`src/design/mem_access_pkg.sv`:
```
package mem_access_pkg;

	// widths with a meaning of their own
	typedef logic [31:0] word_t;
	typedef logic [63:0] bus_data_t;
	typedef logic [7:0]  bus_strb_t;
	typedef logic [3:0]  lane_mask_t;
	typedef logic [3:0]  txn_id_t;
	typedef logic [2:0]  access_size_t;

	typedef enum logic [3:0] {
		OP_NONE,
		OP_LW,
		OP_LH,
		OP_LHU,
		OP_LB,
		OP_LBU,
		OP_SW,
		OP_SH,
		OP_SB
	} mem_op_t;

	typedef enum logic [2:0] {
		RD_IDLE,
		RD_WAIT_ARREADY,
		RD_ADDR_ACCEPTED,
		RD_WAIT_RESP,
		RD_RESP_TAKEN,
		RD_SECOND_START
	} read_state_t;

	typedef enum logic [2:0] {
		WR_IDLE,
		WR_WAIT_AWREADY,
		WR_ADDR_ACCEPTED,
		WR_WAIT_WREADY,
		WR_DATA_ACCEPTED,
		WR_WAIT_RESP,
		WR_RESP_TAKEN,
		WR_SECOND_START
	} write_state_t;

	// bus size codes
	localparam access_size_t SIZE_BYTE = 3'd0;
	localparam access_size_t SIZE_WORD = 3'd2;

	function automatic logic op_is_load(mem_op_t op);
		return op inside {OP_LW, OP_LH, OP_LHU, OP_LB, OP_LBU};
	endfunction

	function automatic logic op_is_store(mem_op_t op);
		return op inside {OP_SW, OP_SH, OP_SB};
	endfunction

endpackage

```
`src/design/request_stage.sv`:
```
`timescale 1ns/1ps

module request_stage
	import mem_access_pkg::*;
(
	input  logic    clock,
	input  logic    reset,
	input  logic    req_valid,
	input  mem_op_t req_op,
	input  word_t   req_addr,
	input  word_t   req_wdata,
	input  logic    read_done,
	input  logic    write_done,
	output logic    req_ready,
	output logic    held_valid,
	output mem_op_t held_op,
	output word_t   held_addr,
	output word_t   held_wdata,
	output txn_id_t held_tag,
	output logic    resp_valid
);

	txn_id_t tag_count;
	logic    done;
	logic    accept;

	// a request with no memory op finishes right away
	assign done = read_done || write_done || (held_op == OP_NONE);
	assign req_ready = !held_valid || done;
	assign resp_valid = held_valid && done;
	assign accept = req_valid && req_ready;

	// free-running transaction tag
	always_ff @(posedge clock) begin
		if (reset)
			tag_count <= '0;
		else
			tag_count <= tag_count + 1'b1;
	end

	always_ff @(posedge clock) begin
		if (reset)
			held_valid <= 1'b0;
		else if (req_ready)
			held_valid <= req_valid;
	end

	always_ff @(posedge clock) begin
		if (accept) begin
			held_op    <= req_op;
			held_addr  <= req_addr;
			held_wdata <= req_wdata;
			held_tag   <= tag_count;
		end
	end

endmodule

```
`src/design/access_planner.sv`:
```
`timescale 1ns/1ps

module access_planner
	import mem_access_pkg::*;
#(
	parameter word_t DEVICE_BASE  = 32'h1000_0000,
	parameter word_t DEVICE_LIMIT = 32'h1000_0fff
) (
	input  mem_op_t      held_op,
	input  word_t        held_addr,
	input  word_t        held_wdata,
	input  logic         read_second,
	input  logic         write_second,
	output logic         two_beats,
	output word_t        beat_addr,
	output lane_mask_t   beat_mask,
	output access_size_t access_size,
	output bus_data_t    wdata,
	output bus_strb_t    wstrb
);

	logic [1:0]  offset;
	logic [4:0]  shift;
	logic        second;
	lane_mask_t  base_mask;
	logic [7:0]  span;
	word_t       word_addr;
	logic [63:0] doubled;
	word_t       rotated;
	logic        in_device;

	assign offset = held_addr[1:0];
	assign shift = {offset, 3'b000};

	// only one FSM is active at a time
	assign second = read_second || write_second;

	// lanes of an aligned access
	always_comb begin
		case (held_op)
			OP_LW, OP_SW:
				base_mask = 4'b1111;
			OP_LH, OP_LHU, OP_SH:
				base_mask = 4'b0011;
			default:
				base_mask = 4'b0001;
		endcase
	end

	// low nibble is the first word, high nibble spills into the next
	assign span = {4'b0000, base_mask} << offset;
	assign two_beats = |span[7:4];

	assign word_addr = {held_addr[31:2], 2'b00};
	assign beat_addr = second ? word_addr + 32'd4 : word_addr;
	assign beat_mask = second ? span[7:4] : span[3:0];
	assign wstrb = {2{beat_mask}};

	// rotate store data left by the byte offset
	assign doubled = {held_wdata, held_wdata} << shift;
	assign rotated = doubled[63:32];
	assign wdata = {2{rotated}};

	// device window takes byte-sized transfers
	assign in_device = (held_addr >= DEVICE_BASE) && (held_addr <= DEVICE_LIMIT);
	assign access_size = in_device ? SIZE_BYTE : SIZE_WORD;

endmodule

```
`src/design/read_fsm.sv`:
```
`timescale 1ns/1ps

module read_fsm
	import mem_access_pkg::*;
(
	input  logic    clock,
	input  logic    reset,
	input  logic    held_valid,
	input  mem_op_t held_op,
	input  txn_id_t held_tag,
	input  logic    two_beats,
	input  logic    arready,
	input  logic    rvalid,
	input  txn_id_t rid,
	output logic    arvalid,
	output txn_id_t arid,
	output logic    rready,
	output logic    second_beat,
	output logic    beat_taken,
	output logic    read_done
);

	read_state_t state;
	logic        start;
	logic        last_beat;

	assign start = held_valid && op_is_load(held_op);
	assign last_beat = !two_beats || second_beat;

	// beats with a foreign ID are accepted but dropped
	assign beat_taken = rvalid && rready && (rid == arid);
	assign read_done = (state == RD_RESP_TAKEN) && last_beat;

	always_ff @(posedge clock) begin
		if (reset) begin
			state       <= RD_IDLE;
			arvalid     <= 1'b0;
			rready      <= 1'b0;
			second_beat <= 1'b0;
		end else begin
			case (state)
				RD_IDLE: begin
					if (start) begin
						state   <= RD_WAIT_ARREADY;
						arvalid <= 1'b1;
					end
				end
				RD_WAIT_ARREADY: begin
					if (arready) begin
						state   <= RD_ADDR_ACCEPTED;
						arvalid <= 1'b0;
						rready  <= 1'b1;
					end
				end
				RD_ADDR_ACCEPTED, RD_WAIT_RESP: begin
					if (beat_taken) begin
						state  <= RD_RESP_TAKEN;
						rready <= 1'b0;
					end else begin
						state <= RD_WAIT_RESP;
					end
				end
				RD_RESP_TAKEN: begin
					if (last_beat) begin
						state       <= RD_IDLE;
						second_beat <= 1'b0;
					end else begin
						state       <= RD_SECOND_START;
						second_beat <= 1'b1;
					end
				end
				RD_SECOND_START: begin
					state   <= RD_WAIT_ARREADY;
					arvalid <= 1'b1;
				end
				default:
					state <= RD_IDLE;
			endcase
		end
	end

	// both beats reuse the tag of the request
	always_ff @(posedge clock) begin
		if (state == RD_IDLE && start)
			arid <= held_tag;
	end

endmodule

```
`src/design/write_fsm.sv`:
```
`timescale 1ns/1ps

module write_fsm
	import mem_access_pkg::*;
(
	input  logic    clock,
	input  logic    reset,
	input  logic    held_valid,
	input  mem_op_t held_op,
	input  txn_id_t held_tag,
	input  logic    two_beats,
	input  logic    awready,
	input  logic    wready,
	input  logic    bvalid,
	input  txn_id_t bid,
	output logic    awvalid,
	output txn_id_t awid,
	output logic    wvalid,
	output logic    bready,
	output logic    second_beat,
	output logic    write_done
);

	write_state_t state;
	logic         start;
	logic         last_beat;
	logic         resp_taken;

	assign start = held_valid && op_is_store(held_op);
	assign last_beat = !two_beats || second_beat;
	assign resp_taken = bvalid && bready && (bid == awid);
	assign write_done = (state == WR_RESP_TAKEN) && last_beat;

	always_ff @(posedge clock) begin
		if (reset) begin
			state       <= WR_IDLE;
			awvalid     <= 1'b0;
			wvalid      <= 1'b0;
			bready      <= 1'b0;
			second_beat <= 1'b0;
		end else begin
			case (state)
				WR_IDLE: begin
					if (start) begin
						state   <= WR_WAIT_AWREADY;
						awvalid <= 1'b1;
					end
				end
				WR_WAIT_AWREADY: begin
					// data phase opens once the address is taken
					if (awready) begin
						state   <= WR_ADDR_ACCEPTED;
						awvalid <= 1'b0;
						wvalid  <= 1'b1;
					end
				end
				WR_ADDR_ACCEPTED, WR_WAIT_WREADY: begin
					if (wready) begin
						state  <= WR_DATA_ACCEPTED;
						wvalid <= 1'b0;
						bready <= 1'b1;
					end else begin
						state <= WR_WAIT_WREADY;
					end
				end
				WR_DATA_ACCEPTED, WR_WAIT_RESP: begin
					if (resp_taken) begin
						state  <= WR_RESP_TAKEN;
						bready <= 1'b0;
					end else begin
						state <= WR_WAIT_RESP;
					end
				end
				WR_RESP_TAKEN: begin
					if (last_beat) begin
						state       <= WR_IDLE;
						second_beat <= 1'b0;
					end else begin
						state       <= WR_SECOND_START;
						second_beat <= 1'b1;
					end
				end
				WR_SECOND_START: begin
					state   <= WR_WAIT_AWREADY;
					awvalid <= 1'b1;
				end
				default:
					state <= WR_IDLE;
			endcase
		end
	end

	always_ff @(posedge clock) begin
		if (state == WR_IDLE && start)
			awid <= held_tag;
	end

endmodule

```
`src/design/load_aligner.sv`:
```
`timescale 1ns/1ps

module load_aligner
	import mem_access_pkg::*;
(
	input  logic       clock,
	input  logic       reset,
	input  mem_op_t    held_op,
	input  word_t      held_addr,
	input  logic       two_beats,
	input  logic       second_beat,
	input  logic       beat_taken,
	input  lane_mask_t beat_mask,
	input  bus_data_t  rdata,
	output word_t      resp_rdata
);

	word_t       beat_word;
	word_t       first_q;
	word_t       merged;
	logic [63:0] doubled;
	word_t       aligned;
	word_t       extended;
	logic        last_beat;

	// bit 2 of the beat address flips on beat two
	assign beat_word = (held_addr[2] ^ second_beat) ? rdata[63:32] : rdata[31:0];
	assign last_beat = second_beat || !two_beats;

	// lanes of this beat come from the bus, the rest from beat one
	always_comb begin
		for (int i = 0; i < 4; i++)
			merged[8*i +: 8] = beat_mask[i] ? beat_word[8*i +: 8] : first_q[8*i +: 8];
	end

	// rotate right by the byte offset
	assign doubled = {merged, merged} >> {held_addr[1:0], 3'b000};
	assign aligned = doubled[31:0];

	always_comb begin
		case (held_op)
			OP_LH:
				extended = {{16{aligned[15]}}, aligned[15:0]};
			OP_LHU:
				extended = {16'h0000, aligned[15:0]};
			OP_LB:
				extended = {{24{aligned[7]}}, aligned[7:0]};
			OP_LBU:
				extended = {24'h00_0000, aligned[7:0]};
			default:
				extended = aligned;
		endcase
	end

	always_ff @(posedge clock) begin
		if (beat_taken && !second_beat)
			first_q <= beat_word;
	end

	// result held until the next load's last beat
	always_ff @(posedge clock) begin
		if (reset)
			resp_rdata <= '0;
		else if (beat_taken && last_beat)
			resp_rdata <= extended;
	end

endmodule

```
`src/design/mem_access_top.sv`:
```
`timescale 1ns/1ps

module mem_access_top
	import mem_access_pkg::*;
#(
	parameter word_t DEVICE_BASE  = 32'h1000_0000,
	parameter word_t DEVICE_LIMIT = 32'h1000_0fff
) (
	input  logic         clock,
	input  logic         reset,
	input  logic         req_valid,
	input  mem_op_t      req_op,
	input  word_t        req_addr,
	input  word_t        req_wdata,
	output logic         req_ready,
	output logic         resp_valid,
	output word_t        resp_rdata,
	output txn_id_t      arid,
	output word_t        araddr,
	output access_size_t arsize,
	output logic         arvalid,
	input  logic         arready,
	input  txn_id_t      rid,
	input  bus_data_t    rdata,
	input  logic         rvalid,
	output logic         rready,
	output txn_id_t      awid,
	output word_t        awaddr,
	output access_size_t awsize,
	output logic         awvalid,
	input  logic         awready,
	output bus_data_t    wdata,
	output bus_strb_t    wstrb,
	output logic         wvalid,
	input  logic         wready,
	input  txn_id_t      bid,
	input  logic         bvalid,
	output logic         bready
);

	logic         held_valid;
	mem_op_t      held_op;
	word_t        held_addr;
	word_t        held_wdata;
	txn_id_t      held_tag;
	logic         read_done;
	logic         write_done;
	logic         read_second;
	logic         write_second;
	logic         two_beats;
	logic         beat_taken;
	word_t        beat_addr;
	lane_mask_t   beat_mask;
	access_size_t access_size;

	// both address channels carry the same beat address and size
	assign araddr = beat_addr;
	assign awaddr = beat_addr;
	assign arsize = access_size;
	assign awsize = access_size;

	request_stage request_stage_inst (
		.clock      (clock),
		.reset      (reset),
		.req_valid  (req_valid),
		.req_op     (req_op),
		.req_addr   (req_addr),
		.req_wdata  (req_wdata),
		.read_done  (read_done),
		.write_done (write_done),
		.req_ready  (req_ready),
		.held_valid (held_valid),
		.held_op    (held_op),
		.held_addr  (held_addr),
		.held_wdata (held_wdata),
		.held_tag   (held_tag),
		.resp_valid (resp_valid)
	);

	access_planner #(
		.DEVICE_BASE  (DEVICE_BASE),
		.DEVICE_LIMIT (DEVICE_LIMIT)
	) access_planner_inst (
		.held_op      (held_op),
		.held_addr    (held_addr),
		.held_wdata   (held_wdata),
		.read_second  (read_second),
		.write_second (write_second),
		.two_beats    (two_beats),
		.beat_addr    (beat_addr),
		.beat_mask    (beat_mask),
		.access_size  (access_size),
		.wdata        (wdata),
		.wstrb        (wstrb)
	);

	read_fsm read_fsm_inst (
		.clock       (clock),
		.reset       (reset),
		.held_valid  (held_valid),
		.held_op     (held_op),
		.held_tag    (held_tag),
		.two_beats   (two_beats),
		.arready     (arready),
		.rvalid      (rvalid),
		.rid         (rid),
		.arvalid     (arvalid),
		.arid        (arid),
		.rready      (rready),
		.second_beat (read_second),
		.beat_taken  (beat_taken),
		.read_done   (read_done)
	);

	write_fsm write_fsm_inst (
		.clock       (clock),
		.reset       (reset),
		.held_valid  (held_valid),
		.held_op     (held_op),
		.held_tag    (held_tag),
		.two_beats   (two_beats),
		.awready     (awready),
		.wready      (wready),
		.bvalid      (bvalid),
		.bid         (bid),
		.awvalid     (awvalid),
		.awid        (awid),
		.wvalid      (wvalid),
		.bready      (bready),
		.second_beat (write_second),
		.write_done  (write_done)
	);

	load_aligner load_aligner_inst (
		.clock       (clock),
		.reset       (reset),
		.held_op     (held_op),
		.held_addr   (held_addr),
		.two_beats   (two_beats),
		.second_beat (read_second),
		.beat_taken  (beat_taken),
		.beat_mask   (beat_mask),
		.rdata       (rdata),
		.resp_rdata  (resp_rdata)
	);

endmodule

```
`config.mk`:
```
export PLATFORM = sky130hd
export DESIGN_NAME = mem_access_top
export DESIGN_NICKNAME = d
export VERILOG_FILES = /design/src/design/mem_access_pkg.sv /design/src/design/request_stage.sv /design/src/design/access_planner.sv /design/src/design/read_fsm.sv /design/src/design/write_fsm.sv /design/src/design/load_aligner.sv /design/src/design/mem_access_top.sv
export SDC_FILE = /design/constraint.sdc
export NUM_CORES = 1
export LEC_CHECK = 0
export BUFFER_PORTS_ARGS = -buffer_cell sky130_fd_sc_hd__buf_4
export CORE_MARGIN = 2
export CORE_UTILIZATION = 51
export DETAILED_ROUTE_END_ITERATION = 10
export MAX_ROUTING_LAYER = met4
export PLACE_DENSITY = 0.79
export SYNTH_ARGS = -nofsm -noshare
export SYNTH_HDL_FRONTEND = slang
export SYNTH_SLANG_ARGS = --single-unit
```
`constraint.sdc`:
```
create_clock -name clock -period 6.65 [get_ports clock]
set_input_delay 1.33 -clock clock [delete_from_list [all_inputs] [get_ports clock]]
set_output_delay 1.33 -clock clock [all_outputs]
set_load 0.01 [all_outputs]
```
* Word level (Yosys, flattened, before mapping)
Index checks and enable logic that the tools add are counted.
** Storage, ports and cells
- Flip-flop bits (word level) :: 162
- Input bits :: 148
- Output and inout port bits :: 189
- Word-level logic and storage cells :: 141
** Operators by class
- $add $sub $neg :: 2
- Magnitude comparators :: 2
- Equal/unequal tests :: 29
- Shifts and indexed selects :: 3
- Muxes and demuxes :: 38
- Bitwise gates (word level) :: 1
- Reduce and logical (&&, ||, !) cells :: 47
** Operator list (number)
- $pmux 32 s4 :: 1
- $mux 32 :: 2
- $shl 64x5->64 :: 1
- $shr 64x5->32 :: 1
- $add 32x3->32 const B :: 1
- $ge 32x29->1 const B :: 1
- $le 32x29->1 const B :: 1
- $mux 8 :: 4
- $mux 3 :: 8
- $eq 3x3->1 const B :: 6
- $pmux 3 s6 :: 1
- $eq 4x3->1 const B :: 4
- $logic_and 1x1->1 :: 15
- $pmux 3 s5 :: 1
- $reduce_and 3->1 :: 5
- $eq 3x2->1 const B :: 4
- $mux 1 :: 12
- $reduce_bool 3->1 :: 3
- $eq 4x2->1 const B :: 2
- $eq 4x4->1 :: 2
- $ne 2x1->1 const B :: 4
- $pmux 4 s2 :: 1
- $reduce_or 2->1 :: 4
- $shl 4x2->8 :: 1
- 19 further kinds :: 37

* Depth between registers and ports, before layout
Gate-level depths: netlist of run 1.
- Depth in word-level cells :: 12
- Mapped depth :: 11
- Mapped depth without buffers :: 7

* By module
From an unflattened synthesis of run 1, not the netlist that was laid out.
** Second synthesis, totals
- Cell total of the unflattened synthesis :: 778
- Area total of the unflattened synthesis :: 9579.2 µm²
** By module, submodules not included
- load_aligner :: instances 1, cells an instance 329, area an instance 3872.5 µm², sequential area each 1601.5 µm²
- request_stage :: instances 1, cells an instance 94, area an instance 2378.5 µm², sequential area each 2262.2 µm²
- access_planner :: instances 1, cells an instance 210, area an instance 2009.4 µm², sequential area each 0.0 µm²
- write_fsm :: instances 1, cells an instance 59, area an instance 563.0 µm², sequential area each 260.2 µm²
- read_fsm :: instances 1, cells an instance 51, area an instance 493.0 µm², sequential area each 240.2 µm²
- mem_access_top :: instances 1, cells an instance 35, area an instance 262.8 µm², sequential area each 0.0 µm²

* Worst setup path after synthesis of run 1
No wires, ideal clock.
- Path type :: register to register
- Start point :: register request_stage_inst.held_op[2]
- End point :: register request_stage_inst.held_addr[0] (enable)
- Library setup time :: 526 ps
- Arrival time :: 5083 ps
- Required time :: 6124 ps
- Slack :: 1042 ps
- Cell stages (with the launch flop) :: 8
- Buffers on the path :: 1
- Period minus slack after synthesis :: 5608 ps
- Cells stage by stage :: edfxtp_1 -> clkbuf_1 -> nand3b_1 -> a21boi_0 -> o21ai_0 -> nor2_1 -> o221a_2 -> a21oi_1
** On the way
- Cells in the longest elaborated chain, start to end :: 12
** Ends and longest elaborated chain
- start: declaration :: RTL line request_stage.sv:16 : output mem_op_t held_op,
- start signal: assignment :: RTL line request_stage.sv:50 : held_op <= req_op;
- $eq 4x2->1 (tied with other cells) :: RTL line access_planner.sv:40 : case (held_op)
- $reduce_or 3->1 / $reduce_or 2->1 (equally long branches) :: RTL line access_planner.sv:40
- $pmux 4 s2 :: RTL line access_planner.sv:40
- $shl 4x2->8 :: RTL line access_planner.sv:51 : assign span = {4'b0000, base_mask} << offset;
- $reduce_or 4->1 :: RTL line access_planner.sv:52 : assign two_beats = |span[7:4];
- $logic_not 1->1 :: RTL line read_fsm.sv:28, write_fsm.sv:30
- $logic_or 1x1->1 (on tied branches) :: RTL line read_fsm.sv:28, write_fsm.sv:30
- $logic_and 1x1->1 (on tied branches) :: RTL line read_fsm.sv:32, write_fsm.sv:32
- $logic_or 1x1->1 :: RTL line request_stage.sv:28 : assign done = read_done || write_done || (held_op == OP_NONE);
- $logic_or 1x1->1 * :: RTL line request_stage.sv:28
- $logic_or 1x1->1 * :: RTL line request_stage.sv:29 : assign req_ready = !held_valid || done;
- $logic_and 1x1->1 * :: RTL line request_stage.sv:31 : assign accept = req_valid && req_ready;
- named net request_stage_inst.accept :: RTL line request_stage.sv:25 : logic accept;
- end signal: assignment :: RTL line request_stage.sv:51 : held_addr <= req_addr;
- end: declaration :: RTL line request_stage.sv:17 : output word_t held_addr,
The timed path passes the listed nets; every way through them passes the cells marked *.
A chain may end at the register's enable or synchronous reset.

* Final worst setup path of run 1
- Start point :: register request_stage_inst.held_addr[1]
- End point :: output port wstrb[2]
** On the way
- Cells in the longest elaborated chain, start to end :: 2
** Ends and longest elaborated chain
- $shl 4x2->8 :: RTL line access_planner.sv:51
- $mux 4 :: RTL line access_planner.sv:56 : assign beat_mask = second ? span[7:4] : span[3:0];
- end: declaration :: RTL line mem_access_top.sv:33 : output bus_strb_t wstrb,
Every way passes these cells.

==> impl_metrics.prom, run 1 <==
# TYPE chip_impl_metric gauge
chip_impl_metric{name="nNetsFinal",unit=""} 1204
chip_impl_metric{name="syn_inst",unit=""} 818
chip_impl_metric{name="globalRouteTotalUtil",unit="%"} 25.4
chip_impl_metric{name="antenna_left",unit=""} 0
chip_impl_metric{name="power.density_cell_area",unit="nW/um^2"} 213
chip_impl_info{name="netlist_top_cells_count",value="edfxtp_1, nor2_1, buf_4, dfxtp_1, mux2_2"} 1
chip_impl_metric{name="cp.required",unit="ns"} 5.32
chip_impl_metric{name="remaining_drc_errors",unit=""} 0
chip_impl_metric{name="final-seq-area",unit="um^2"} 4360
chip_impl_metric{name="timing.reg2reg.setup_slack",unit="ns"} 2.95
chip_impl_metric{name="async_flop_share",unit="%"} 0
chip_impl_metric{name="post_synth.cell_area_avg",unit="um^2"} 11.7
chip_impl_info{name="most_instantiated_library_cell_after_synthesis",value="edfxtp_1"} 1
chip_impl_metric{name="antenna_cells_inserted",unit=""} 0
chip_impl_metric{name="sequential_fraction_of_the_synthesis_area",unit="%"} 45.7
chip_impl_metric{name="final_period_minus_worst_setup_slack",unit="ns"} 4.47
chip_impl_metric{name="cts_sinks",unit=""} 162
chip_impl_info{name="r2r-end",value="load_aligner_inst.resp_rdata[20]"} 1
chip_impl_metric{name="final_number_of_setup_violating_endpoints",unit=""} 0
chip_impl_info{name="crit_type",value="flop to primary output"} 1
chip_impl_metric{name="chipWidth",unit="um"} 141
chip_impl_metric{name="final.setup.tns",unit="ns"} 0
chip_impl_info{name="critPathCapture",value="wstrb[2]"} 1
chip_impl_metric{name="final_min_period_over_clock_period",unit="%"} 67.2
chip_impl_metric{name="chipHeight",unit="um"} 141
chip_impl_metric{name="drtIter0Drc",unit=""} 650
chip_impl_metric{name="cp.arrival",unit="ns"} 3.14
chip_impl_info{name="synth_top_cells_by_area",value="edfxtp_1, dfxtp_1, mux4_2"} 1
chip_impl_metric{name="finalWorstSetupSlack",unit="ns"} 2.18
chip_impl_metric{name="worst_r2r_path_depth",unit=""} 7
chip_impl_metric{name="critical_path.max_stage_delay",unit="ns"} 0.71
chip_impl_metric{name="dieArea",unit="um^2"} 19800
chip_impl_metric{name="synth.cell_area",unit="um^2"} 9550
chip_impl_metric{name="h-tree-depth",unit=""} 4
chip_impl_info{name="hold_path.startpoint",value="request_stage_inst.tag_count[3]"} 1
chip_impl_metric{name="grt_max_degree",unit=""} 73
chip_impl_metric{name="critPathMaxFanout",unit=""} 59
chip_impl_info{name="worst_setup_path_end_kind",value="primary output"} 1
chip_impl_info{name="r2r-start",value="read_fsm_inst.second_beat"} 1
chip_impl_metric{name="clk-insertion-delay-late",unit="ns"} 0.43
chip_impl_metric{name="total_count_of_max_transition_violations_in_the_final_report",unit=""} 0
chip_impl_metric{name="synth-seq-cells",unit=""} 162
chip_impl_metric{name="synth_edf_count",unit=""} 112
chip_impl_metric{name="worst_setup_hold_path_clk_slew",unit="ns"} 0.07
chip_impl_info{name="worst_path_most_repeated_cell",value="buf_4"} 1
chip_impl_metric{name="grt_antenna_before_repair",unit=""} 0
chip_impl_metric{name="final_hold_viol_count",unit=""} 0
chip_impl_metric{name="placed_cells_incl_taps",unit=""} 1268
chip_impl_metric{name="routabilityCongestion",unit=""} 0.898
chip_impl_metric{name="slew_headroom",unit="%"} 22.0
chip_impl_metric{name="design.core.area",unit="um^2"} 18500
chip_impl_metric{name="skew",unit="ns"} 0.00725
chip_impl_metric{name="ratio_of_cells_with_drive_above_1_in_the_final_layout",unit="%"} 45.2
chip_impl_info{name="slowest_library_cell_on_the_worst_path",value="buf_4"} 1
chip_impl_metric{name="peakVddDrop",unit="uV"} 171
chip_impl_info{name="setup_repair_after_global_routing_missed_its_margin",value="no"} 1
chip_impl_metric{name="power.leakage",unit="nW"} 4.76
chip_impl_info{name="synth_top_cell_by_area",value="edfxtp_1"} 1
chip_impl_info{name="start_kind",value="flop"} 1
chip_impl_metric{name="first_global_vias",unit=""} 7030
chip_impl_metric{name="finalCoreUtilization",unit="%"} 65.7
chip_impl_info{name="cts_tree",value="built"} 1
chip_impl_metric{name="worst_pin_slew",unit="ns"} 1.17
chip_impl_metric{name="route.detailed.wl_per_inst",unit="um"} 19.4
chip_impl_metric{name="cts-buffers-inserted",unit=""} 17
chip_impl_metric{name="preCtsSetupSlack",unit="ns"} 2.71
chip_impl_metric{name="num-fill-cells",unit=""} 1433
chip_impl_metric{name="multi_input_gate_area_in_the_final_layout",unit="um^2"} 4370
chip_impl_metric{name="instances_no_fill",unit=""} 1300
chip_impl_metric{name="max-clock-path-buffers",unit=""} 2
chip_impl_metric{name="cts_repair_resize_count",unit=""} 0
chip_impl_info{name="timing.critical_path.from",value="request_stage_inst.held_addr[1]"} 1
chip_impl_info{name="timing.critical_path.cells",value="buf_4 -> nand2_1 -> a21oi_1 -> or2_1 -> buf_4 -> buf_4"} 1
chip_impl_metric{name="overflow_left_after_global_routing",unit=""} 0
chip_impl_metric{name="max_freq",unit="MHz"} 224
chip_impl_info{name="synthFlopType",value="edfxtp_1"} 1
chip_impl_metric{name="synth.lib_cells_used.distinct",unit=""} 65
chip_impl_metric{name="post_cts_hold_buffer_count",unit=""} 0
chip_impl_metric{name="num_vias",unit=""} 7498
chip_impl_metric{name="syn_to_final_growth",unit="%"} 27.4
chip_impl_metric{name="synth_warnings",unit=""} 0
chip_impl_metric{name="postCtsSetupRepairBufs",unit=""} 0
chip_impl_metric{name="route.detailed.vias_per_inst",unit=""} 5.77
chip_impl_metric{name="max-cap-violations",unit=""} 0
chip_impl_metric{name="design.portCount",unit=""} 337
chip_impl_metric{name="routed_wl",unit="mm"} 25.2
chip_impl_metric{name="std_cell_rows",unit=""} 50
chip_impl_metric{name="final_cell_area",unit="um^2"} 12200
chip_impl_metric{name="grt_pass1_wl",unit="mm"} 38.2
chip_impl_info{name="outcome",value="finished, final reports clean"} 1
chip_impl_metric{name="post_dp_cell_area",unit="um^2"} 11600
chip_impl_info{name="hold_path.class",value="flop to flop"} 1
chip_impl_info{name="clockRootBuffer",value="clkbuf_16"} 1
chip_impl_metric{name="io_buffer_count",unit=""} 328
chip_impl_metric{name="synth_top_area_share",unit="%"} 35.2
chip_impl_metric{name="dp.final_hpwl",unit="mm"} 19.3
chip_impl_metric{name="floorplan.initialDensity",unit="%"} 51.6
chip_impl_metric{name="number_of_optimization_iterations_in_the_first_detailed_route_pass",unit=""} 7
[state kept, by name (all words and copies together) (netlist names), 3 cells and up]
register and cells:
read_fsm_inst.state 3, load_aligner_inst.first_q 32, request_stage_inst.tag_count 4, request_stage_inst.held_tag 4, write_fsm_inst.awid 4, read_fsm_inst.arid 4
write_fsm_inst.state 3, request_stage_inst.held_addr 32, request_stage_inst.held_wdata 32, load_aligner_inst.resp_rdata 32, request_stage_inst.held_op 4
[critical path: cells and delay by family, from the launching register on]
family	cells	cell delay, ns
AND/OR/NAND/NOR	2	0.57
flip-flops	1	0.66
buffers and inverters	3	1.18
AO/OA/AOI/OAI	1	0.27
[worst min-delay path by stage]
stage,to,slack (ns),depth (start not counted)
after floorplan,read_fsm_inst.arid[0],0.42,0
after global placement,request_stage_inst.held_tag[3],0.44,0
after detailed placement,read_fsm_inst.arid[3],0.44,0
after CTS,write_fsm_inst.awid[3],0.46,0
after global routing,write_fsm_inst.awid[3],0.47,0
final,request_stage_inst.held_tag[3],0.46,0
[metal layers]
metal / global-route usage (%) / wire (um)
met4: 8.26 / 524
met3: 4.69 / 1690
met2: 40.4 / 12300
met1: 33.3 / 10700
met5: - / 0
[per-stage QoR]
stage / total power (W) / hold WS [ns]
2_1_floorplan: 0.00149 / 0.421
3_3_place_gp: 0.00166 / 0.435
3_5_place_dp: 0.00167 / 0.439
4_1_cts: 0.00260 / 0.460
5_1_grt: 0.00268 / 0.471
6_report: 0.00259 / 0.460
[power breakdown]
group / switching (W) / internal (W)
logic: 0.000237 / 0.000259
clock network: 0.000437 / 0.000496
registers: 0.0000367 / 0.00112
total: 0.000710 / 0.00188
[layout make-up]
| cell class | instances | share of cell area, % |
|---|---|---|
| sequential | 162 | 35.9 |
| clock buffer | 17 | 3.50 |
| multi-input combinational | 523 | 35.9 |
| clock inverter | 15 | 1.14 |
| tap | 234 | 2.41 |
| inverter | 12 | 0.370 |
| timing repair buffer | 337 | 20.8 |
[cells by family (layout without fill, tap and decap cells)]
kind of cell | Yosys count | in the layout | synth area share [%]
flops | 162 | 162 | 45.7
mux | 128 | 128 | 19.1
other cells | 1 | 8 | 0.0393
xor+xnor | 38 | 38 | 3.49
buf+inv | 140 | 381 | 9.05
simple gates | 209 | 209 | 10.4
compound gates | 137 | 137 | 11.8
fa+ha+maj | 3 | 3 | 0.393
[cell usage in the layout, fill, tap and decap left out, types with 7 or more instances in the layout]
cell type	netlist	layout
buf_4	75	337
edfxtp_1	112	112
nor2_1	83	81
dfxtp_1	50	50
mux2_2	47	47
nand2_1	46	46
mux2i_1	42	42
mux4_2	39	39
o211ai_1	26	26
xnor2_1	27	26
a211oi_1	22	22
nand3_1	18	18
clkbuf_16	0	17
a21oi_1	16	15
o32ai_1	14	14
xor2_1	11	11
inv_1	10	10
a311oi_2	10	10
o21ai_0	9	9
and3_1	9	9
nor2b_1	8	8
conb_1	1	8
nand4_1	7	7
a311oi_1	7	7
Power figures use the tool's default switching activity.
==> run 2, diff against run 1 <==
- ABC_AREA: unset -> 1
- CORE_UTILIZATION: 51 -> 46
- PLACE_DENSITY: 0.79 -> 0.75
- clock period: 6.65 -> 4.1 ns (I/O delays scaled with it)
==> impl_metrics.prom, run 2 <==
# TYPE chip_impl_metric gauge
chip_impl_info{name="outcome",value="finished, final reports clean"} 1
chip_impl_metric{name="synth.cell_area",unit="um^2"} 9660
chip_impl_metric{name="antenna_cells_inserted",unit=""} 0
chip_impl_metric{name="yosys.area_share.xor_xnor",unit="%"} 3.25
chip_impl_metric{name="globalRouteTotalUtil",unit="%"} 24.2
chip_impl_metric{name="final_min_period_over_clock_period",unit="%"} 92.2
chip_impl_metric{name="final_hold_viol_count",unit=""} 0
chip_impl_metric{name="design.portCount",unit=""} 337
chip_impl_metric{name="final_number_of_setup_violating_endpoints",unit=""} 0
chip_impl_metric{name="cp.required",unit="ns"} 3.28
chip_impl_info{name="synth_top_cells_by_area",value="edfxtp_1, dfxtp_1, nand3_1"} 1
chip_impl_metric{name="drtIter0Drc",unit=""} 736
chip_impl_metric{name="post_cts_hold_buffer_count",unit=""} 0
chip_impl_metric{name="cts_repair_resize_count",unit=""} 0
chip_impl_metric{name="remaining_drc_errors",unit=""} 0
chip_impl_metric{name="sequential_cell_fraction_of_total_power",unit="%"} 44.2
chip_impl_info{name="start_kind",value="flop"} 1
chip_impl_metric{name="post_synthesis_adder_cell_area_fraction",unit="%"} 0.389
chip_impl_metric{name="skew",unit="ns"} 0.0115
chip_impl_metric{name="max-clock-path-buffers",unit=""} 2
chip_impl_metric{name="syn_inst",unit=""} 1175
chip_impl_metric{name="final.setup.tns",unit="ns"} 0
chip_impl_metric{name="placed_cells_incl_taps",unit=""} 1679
chip_impl_metric{name="peakVddDrop",unit="uV"} 264
chip_impl_info{name="worst_path_most_repeated_cell",value="nor3_2"} 1
chip_impl_metric{name="nNetsFinal",unit=""} 1574
chip_impl_metric{name="first_global_vias",unit=""} 7974
chip_impl_metric{name="overflow_left_after_global_routing",unit=""} 0
chip_impl_info{name="most-common-layout-cells",value="buf_4, nand2_1, nand3_1"} 1
chip_impl_info{name="slowest_library_cell_on_the_worst_path",value="edfxtp_1"} 1
chip_impl_metric{name="cp.arrival",unit="ns"} 2.96
chip_impl_info{name="crit_type",value="flop to primary output"} 1
chip_impl_metric{name="dieArea",unit="um^2"} 22200
chip_impl_info{name="hold_path.startpoint",value="request_stage_inst.held_tag[1]"} 1
chip_impl_metric{name="worst_setup_hold_path_clk_slew",unit="ns"} 0.07
chip_impl_metric{name="clk-insertion-delay-late",unit="ns"} 0.43
chip_impl_metric{name="synth_top_area_share",unit="%"} 34.8
chip_impl_metric{name="cts-buffers-inserted",unit=""} 17
chip_impl_metric{name="grt_pass1_wl",unit="mm"} 40.9
chip_impl_metric{name="h-tree-depth",unit=""} 4
chip_impl_metric{name="power.density_cell_area",unit="nW/um^2"} 341
chip_impl_info{name="most_common_library_cell_in_the_layout_ignoring_fill_and_taps",value="buf_4"} 1
chip_impl_metric{name="synth_warnings",unit=""} 0
chip_impl_metric{name="critical_path.max_stage_delay",unit="ns"} 0.49
chip_impl_metric{name="routabilityCongestion",unit=""} 0.930
chip_impl_metric{name="preCtsSetupSlack",unit="ns"} 0.776
chip_impl_metric{name="final-seq-area",unit="um^2"} 4360
chip_impl_metric{name="synth.lib_cells_used.distinct",unit=""} 45
chip_impl_info{name="cts_tree",value="built"} 1
chip_impl_metric{name="total_count_of_max_transition_violations_in_the_final_report",unit=""} 0
chip_impl_metric{name="power.share.switching",unit="%"} 28.3
chip_impl_metric{name="post_synth.cell_area_avg",unit="um^2"} 8.22
chip_impl_metric{name="synth_simple_gate_area_share",unit="%"} 25.3
chip_impl_info{name="netlist_top_cells_count",value="nand2_1, nand3_1, inv_1, edfxtp_1, o21ai_0"} 1
chip_impl_metric{name="share_clk_of_total_power",unit="%"} 36.1
chip_impl_info{name="most_instantiated_library_cell_after_synthesis",value="nand2_1"} 1
chip_impl_metric{name="synth_compound_area_share",unit="%"} 8.17
chip_impl_metric{name="chipHeight",unit="um"} 149
chip_impl_metric{name="route.detailed.vias_per_inst",unit=""} 4.98
chip_impl_metric{name="post_dp_cell_area",unit="um^2"} 11800
chip_impl_metric{name="num-fill-cells",unit=""} 1906
chip_impl_metric{name="routed_wl",unit="mm"} 26.3
chip_impl_metric{name="max-cap-violations",unit=""} 0
chip_impl_metric{name="power.net_switching",unit="W"} 0.00119
chip_impl_metric{name="multi_input_gate_area_in_the_final_layout",unit="um^2"} 3970
chip_impl_metric{name="design.core.area",unit="um^2"} 20800
chip_impl_metric{name="grt_antenna_before_repair",unit=""} 0
chip_impl_metric{name="combPwrFrac",unit="%"} 19.6
chip_impl_info{name="synth_top_cell_by_area",value="edfxtp_1"} 1
chip_impl_info{name="dominant_combinational_cell_family_by_area_after_synthesis",value="simple AND/OR/NAND/NOR gates"} 1
chip_impl_info{name="synthFlopType",value="edfxtp_1"} 1
chip_impl_info{name="r2r-start",value="request_stage_inst.held_op[3]"} 1
chip_impl_metric{name="sequential_fraction_of_the_synthesis_area",unit="%"} 45.2
chip_impl_metric{name="final_cell_area",unit="um^2"} 12400
chip_impl_metric{name="io_buffer_count",unit=""} 328
chip_impl_info{name="timing.critical_path.from",value="request_stage_inst.held_addr[2]"} 1
chip_impl_metric{name="slew_headroom",unit="%"} 39.7
chip_impl_metric{name="synthMuxAreaShare",unit="%"} 3.32
chip_impl_metric{name="instances_no_fill",unit=""} 1711
chip_impl_info{name="timing.critical_path.cells",value="ha_1 -> inv_1 -> nor3_2 -> nand3_2 -> nor2_1 -> nand2_1 -> nor2_2 -> nand3_1 -> nor3_2 -> nand4_1 -> xor2_1 -> buf_4"} 1
chip_impl_metric{name="cts_sinks",unit=""} 162
chip_impl_metric{name="async_flop_share",unit="%"} 0
chip_impl_info{name="setup_repair_after_global_routing_missed_its_margin",value="no"} 1
chip_impl_metric{name="route.detailed.wl_per_inst",unit="um"} 15.4
chip_impl_info{name="hold_path.class",value="flop to flop"} 1
chip_impl_metric{name="number_of_optimization_iterations_in_the_first_detailed_route_pass",unit=""} 6
chip_impl_metric{name="floorplan.initialDensity",unit="%"} 46.4
chip_impl_metric{name="num_vias",unit=""} 8516
chip_impl_metric{name="chipWidth",unit="um"} 149
chip_impl_metric{name="internal_power",unit="W"} 0.00303
chip_impl_metric{name="synth_edf_count",unit=""} 112
chip_impl_info{name="clockRootBuffer",value="clkbuf_16"} 1
chip_impl_metric{name="grt_max_degree",unit=""} 68
chip_impl_metric{name="critPathMaxFanout",unit=""} 4
chip_impl_metric{name="power.leakage",unit="nW"} 5.82
chip_impl_metric{name="synth-seq-cells",unit=""} 162
chip_impl_metric{name="std_cell_rows",unit=""} 53
chip_impl_metric{name="syn_to_final_growth",unit="%"} 28.4
chip_impl_metric{name="ratio_of_cells_with_drive_above_1_in_the_final_layout",unit="%"} 30.8
chip_impl_metric{name="dp.final_hpwl",unit="mm"} 20.5
chip_impl_metric{name="final_period_minus_worst_setup_slack",unit="ns"} 3.78
chip_impl_metric{name="max_freq",unit="MHz"} 264
chip_impl_metric{name="antenna_left",unit=""} 0
chip_impl_metric{name="postCtsSetupRepairBufs",unit=""} 0
chip_impl_metric{name="worst_pin_slew",unit="ns"} 0.904
chip_impl_metric{name="finalWorstSetupSlack",unit="ns"} 0.319
chip_impl_info{name="worst_setup_path_end_kind",value="primary output"} 1
run 2: changes by cell type after synthesis, moves of 39 or more:
cell | previous run | this run
mux4_2 | 39 | 0
nand2_1 | 46 | 189
inv_1 | 10 | 159
mux2_2 | 47 | 0
nand3_1 | 18 | 168
o21ai_0 | 9 | 83
run 2: stage by stage:
stage	total power (W)	hold slack (ns)	util, %
floorplan	0.00240	0.421	-
finish	0.00422	0.453	59.6
global placement	0.00272	0.434	56.9
CTS	0.00425	0.452	59.6
detailed placement	0.00273	0.436	56.9
global route	0.00441	0.466	59.6
run 2: cell type report:
cell class | instances | area share (%)
Sequential cell | 162 | 35.2
Tap cell | 275 | 2.77
Multi-Input combinational cell | 735 | 32.0
Clock buffer | 18 | 3.46
Inverter | 168 | 5.08
Timing Repair Buffer | 339 | 20.5
Clock inverter | 14 | 1.03
run 2: worst paths after layout:
check | to | slack, ns | depth (start not counted)
setup / recovery | awaddr[30] | 0.32 | 12
hold / removal | read_fsm_inst.arid[1] | 0.45 | 0
setup reg to reg | request_stage_inst.held_wdata[13] | 1.16 | 11
hold reg to reg | read_fsm_inst.arid[1] | 0.45 | 0
run 2: power by group through the flow:
stage / Clock [W] / Sequential (W) / Combinational, W
2_1_floorplan: 0 / 0.00190 / 0.000503
3_3_place_gp: 0 / 0.00190 / 0.000817
3_5_place_dp: 0 / 0.00190 / 0.000826
4_1_cts: 0.00155 / 0.00187 / 0.000830
5_1_grt: 0.00163 / 0.00187 / 0.000910
6_report: 0.00153 / 0.00187 / 0.000829
run 2: cells by family (layout without fill, tap and decap cells):
logic type,after synthesis,count (layout)
simple gates,508,508
buf+inv,285,539
flops,162,162
compound gates,149,149
xor+xnor,35,35
mux,32,32
fa+ha+maj,3,3
other cells,1,8
run 2: metal layers:
metal	GRT usage (%)	vias to the layer above	share of wire [%]
li1	-	4304	-
met1	31.8	3816	43
met2	39.1	364	48
met3	3.58	32	6.7
met4	7.38	0	1.7
met5	-	-	0
run 2: critical path: cells and delay by family (launching register included):
kind                     cells  cell delay (ns)
AND/OR/NAND/NOR              8             1.34
flip-flops                   1             0.49
buffers and inverters        2             0.23
adder cells (fa/ha/maj)      1             0.23
XOR/XNOR                     1             0.24
==> run 3, diff against run 2 <==
- CORE_UTILIZATION: 46 -> 52
- CTS_BUF_LIST: unset -> sky130_fd_sc_hd__clkbuf_4 sky130_fd_sc_hd__clkbuf_8
- HOLD_SLACK_MARGIN: unset -> 0.12
- PLACE_DENSITY: 0.75 -> 0.81
- clock period: 4.1 -> 3.5 ns (I/O delays scaled with it)
==> impl_metrics.prom, run 3 (synthesized netlist as in run 2, its figures left out) <==
# TYPE chip_impl_metric gauge
chip_impl_metric{name="critical_path.max_stage_delay",unit="ns"} 0.39
chip_impl_metric{name="cp.arrival",unit="ns"} 2.69
chip_impl_metric{name="min_path_cells",unit=""} 1
chip_impl_metric{name="power.net_switching",unit="W"} 0.00140
chip_impl_info{name="clockRootBuffer",value="clkbuf_8"} 1
chip_impl_metric{name="design.core.area",unit="um^2"} 18100
chip_impl_metric{name="post_cts_hold_buffer_count",unit=""} 0
chip_impl_info{name="most-common-layout-cells",value="buf_4, nand2_1, nand3_1"} 1
chip_impl_metric{name="globalRouteTotalUtil",unit="%"} 28.5
chip_impl_metric{name="num_vias",unit=""} 8775
chip_impl_metric{name="share_clk_of_total_power",unit="%"} 30.2
chip_impl_metric{name="drtIter0Drc",unit=""} 724
chip_impl_info{name="cts_tree",value="built"} 1
chip_impl_metric{name="timing.reg2reg.setup_slack",unit="ns"} 0.81
chip_impl_metric{name="routabilityCongestion",unit=""} 0.952
chip_impl_metric{name="first_global_vias",unit=""} 8136
chip_impl_info{name="r2r-end",value="load_aligner_inst.resp_rdata[22]"} 1
chip_impl_metric{name="final_number_of_setup_violating_endpoints",unit=""} 0
chip_impl_info{name="hold_path.startpoint",value="req_addr[24]"} 1
chip_impl_metric{name="std_cell_rows",unit=""} 49
chip_impl_metric{name="skew",unit="ns"} 0.0112
chip_impl_metric{name="dp.final_hpwl",unit="mm"} 21.3
chip_impl_metric{name="ratio_of_cells_with_drive_above_1_in_the_final_layout",unit="%"} 32.0
chip_impl_metric{name="route.detailed.vias_per_inst",unit=""} 5.25
chip_impl_info{name="crit_type",value="flop to primary output"} 1
chip_impl_metric{name="critPathMaxFanout",unit=""} 8
chip_impl_info{name="slowest_library_cell_on_the_worst_path",value="dfxtp_1"} 1
chip_impl_metric{name="internal_power",unit="W"} 0.00316
chip_impl_metric{name="combPwrFrac",unit="%"} 21.9
chip_impl_metric{name="syn_to_final_growth",unit="%"} 27.5
chip_impl_metric{name="route.detailed.wl_per_inst",unit="um"} 16.5
chip_impl_metric{name="grt_antenna_before_repair",unit=""} 0
chip_impl_info{name="worst_path_most_repeated_cell",value="nor2_4"} 1
chip_impl_metric{name="grt_pass1_wl",unit="mm"} 42.3
chip_impl_metric{name="h-tree-depth",unit=""} 4
chip_impl_info{name="whs_endpoint",value="request_stage_inst.held_addr[24]"} 1
chip_impl_metric{name="slew_headroom",unit="%"} 39.2
chip_impl_info{name="most_common_library_cell_in_the_layout_ignoring_fill_and_taps",value="buf_4"} 1
chip_impl_metric{name="nNetsFinal",unit=""} 1580
chip_impl_metric{name="worst_setup_hold_path_clk_slew",unit="ns"} 0.10
chip_impl_metric{name="final_min_period_over_clock_period",unit="%"} 97.0
chip_impl_metric{name="floorplan.initialDensity",unit="%"} 53.4
chip_impl_metric{name="number_of_optimization_iterations_in_the_first_detailed_route_pass",unit=""} 8
chip_impl_metric{name="cp.required",unit="ns"} 2.80
chip_impl_metric{name="sequential_cell_fraction_of_total_power",unit="%"} 47.9
chip_impl_metric{name="final_period_minus_worst_setup_slack",unit="ns"} 3.39
chip_impl_metric{name="max-cap-violations",unit=""} 0
chip_impl_metric{name="routed_wl",unit="mm"} 27.6
chip_impl_metric{name="power.share.switching",unit="%"} 30.7
chip_impl_metric{name="antenna_left",unit=""} 0
chip_impl_metric{name="totalPowerFinal",unit="W"} 0.00456
chip_impl_metric{name="antenna_cells_inserted",unit=""} 0
chip_impl_metric{name="clk-insertion-delay-late",unit="ns"} 0.47
chip_impl_metric{name="overflow_left_after_global_routing",unit=""} 0
chip_impl_metric{name="grt_max_degree",unit=""} 68
chip_impl_metric{name="cts_sinks",unit=""} 162
chip_impl_metric{name="power.density_cell_area",unit="nW/um^2"} 370
chip_impl_metric{name="worst_r2r_path_depth",unit=""} 11
chip_impl_info{name="timing.critical_path.cells",value="inv_1 -> nand2_4 -> nand4_2 -> nor2_4 -> nand3_2 -> nor2_4 -> nand3_2 -> nor3_4 -> nand2_2 -> nor2_4 -> xor2_1 -> buf_4"} 1
chip_impl_metric{name="final_hold_viol_count",unit=""} 0
chip_impl_metric{name="worst_pin_slew",unit="ns"} 0.911
chip_impl_metric{name="remaining_drc_errors",unit=""} 0
chip_impl_info{name="worst_setup_path_end_kind",value="primary output"} 1
chip_impl_info{name="setup_repair_after_global_routing_missed_its_margin",value="yes"} 1
chip_impl_metric{name="timing.hold.ws",unit="ns"} 0.398
chip_impl_metric{name="io_buffer_count",unit=""} 328
chip_impl_info{name="r2r-start",value="request_stage_inst.held_addr[1]"} 1
chip_impl_metric{name="chipWidth",unit="um"} 140
chip_impl_info{name="outcome",value="finished, final reports clean"} 1
chip_impl_metric{name="max_freq",unit="MHz"} 295
chip_impl_metric{name="total_count_of_max_transition_violations_in_the_final_report",unit=""} 0
chip_impl_info{name="hold_path.class",value="input port to flop"} 1
chip_impl_info{name="start_kind",value="flop"} 1
chip_impl_metric{name="cts-buffers-inserted",unit=""} 17
chip_impl_metric{name="peakVddDrop",unit="uV"} 234
chip_impl_metric{name="num-fill-cells",unit=""} 1485
chip_impl_metric{name="dieArea",unit="um^2"} 19700
chip_impl_metric{name="design.portCount",unit=""} 337
chip_impl_metric{name="max-clock-path-buffers",unit=""} 2
chip_impl_metric{name="chipHeight",unit="um"} 140
chip_impl_metric{name="power.leakage",unit="nW"} 5.82
-- run 3: cell types whose count changed in the layout (fill, tap and decap cells not counted), sizes merged --
cell	delta
inv	+2
buf	+6
clkinvlp	-2
-- run 3: layout make-up --
cell class,instances,area [um^2],share of cell area [%]
flip-flops and latches,162,4370,35.5
multi-input cells,735,4040,32.8
repair buffers,345,2600,21.1
inverters,168,631,5.12
well taps,229,287,2.33
clock buffers,18,241,1.96
clock inverters,14,146,1.19
-- run 3: worst max path at each step --
stage	slack, ns	depth (start not counted)	end	startpoint
after floorplan	0.44	6	load_aligner_inst.first_q[0]	rid[0]
after global placement	0.47	12	awaddr[28]	request_stage_inst.held_addr[2]
after detailed placement	0.33	12	awaddr[28]	request_stage_inst.held_addr[2]
after CTS	0.01	12	awaddr[30]	request_stage_inst.held_addr[3]
after global routing	-0.03	12	awaddr[30]	request_stage_inst.held_addr[2]
final	0.11	12	awaddr[27]	write_fsm_inst.second_beat
-- run 3: timing repair --
action | CTS | global route
gates resized for setup | 5 | 12
endpoints found under the setup margin | 14 | 16
pin swaps | 0 | 3
cloned | 0 | 0
setup buffers | 1 | 3
-- run 3: power groups by stage --
stage	Clock [W]	Sequential [W]	Combinational (W)
CTS	0.00139	0.00218	0.000991
global placement	0	0.00223	0.000967
finish	0.00137	0.00218	0.000997
detailed placement	0	0.00223	0.000983
floorplan	0	0.00222	0.000590
global route	0.00148	0.00219	0.00109
-- run 3: per-stage QoR --
| stage | util, % | cells | setup TNS [ns] | worst slack [ns] | instance area, um^2 |
|---|---|---|---|---|---|
| floorplan | - | 1182 | 0 | 0.439 | 9700 |
| global placement | 65.3 | 1635 | 0 | 0.469 | 11800 |
| detailed placement | 65.3 | 1635 | 0 | 0.332 | 11800 |
| CTS | 67.7 | 1668 | 0 | 0.0136 | 12200 |
| global route | 68.1 | 1671 | -0.0584 | -0.0301 | 12300 |
| finish | 68.1 | 1671 | 0 | 0.106 | 12300 |
-- run 3: critical path, delay by kind of cell (launching register included) --
kind / cells / cell delay (ns)
xor+xnor: 1 / 0.29
buf+inv: 2 / 0.29
simple gates: 9 / 1.25
flops: 1 / 0.39
-- run 3: layer usage --
metal / routed length [um] / up-vias / track usage (%)
li1: - / 4316 / -
met1: 11400 / 4007 / 36.2
met2: 13400 / 397 / 45.6
met3: 1930 / 55 / 4.89
met4: 856 / 0 / 11.1
met5: 0 / - / -
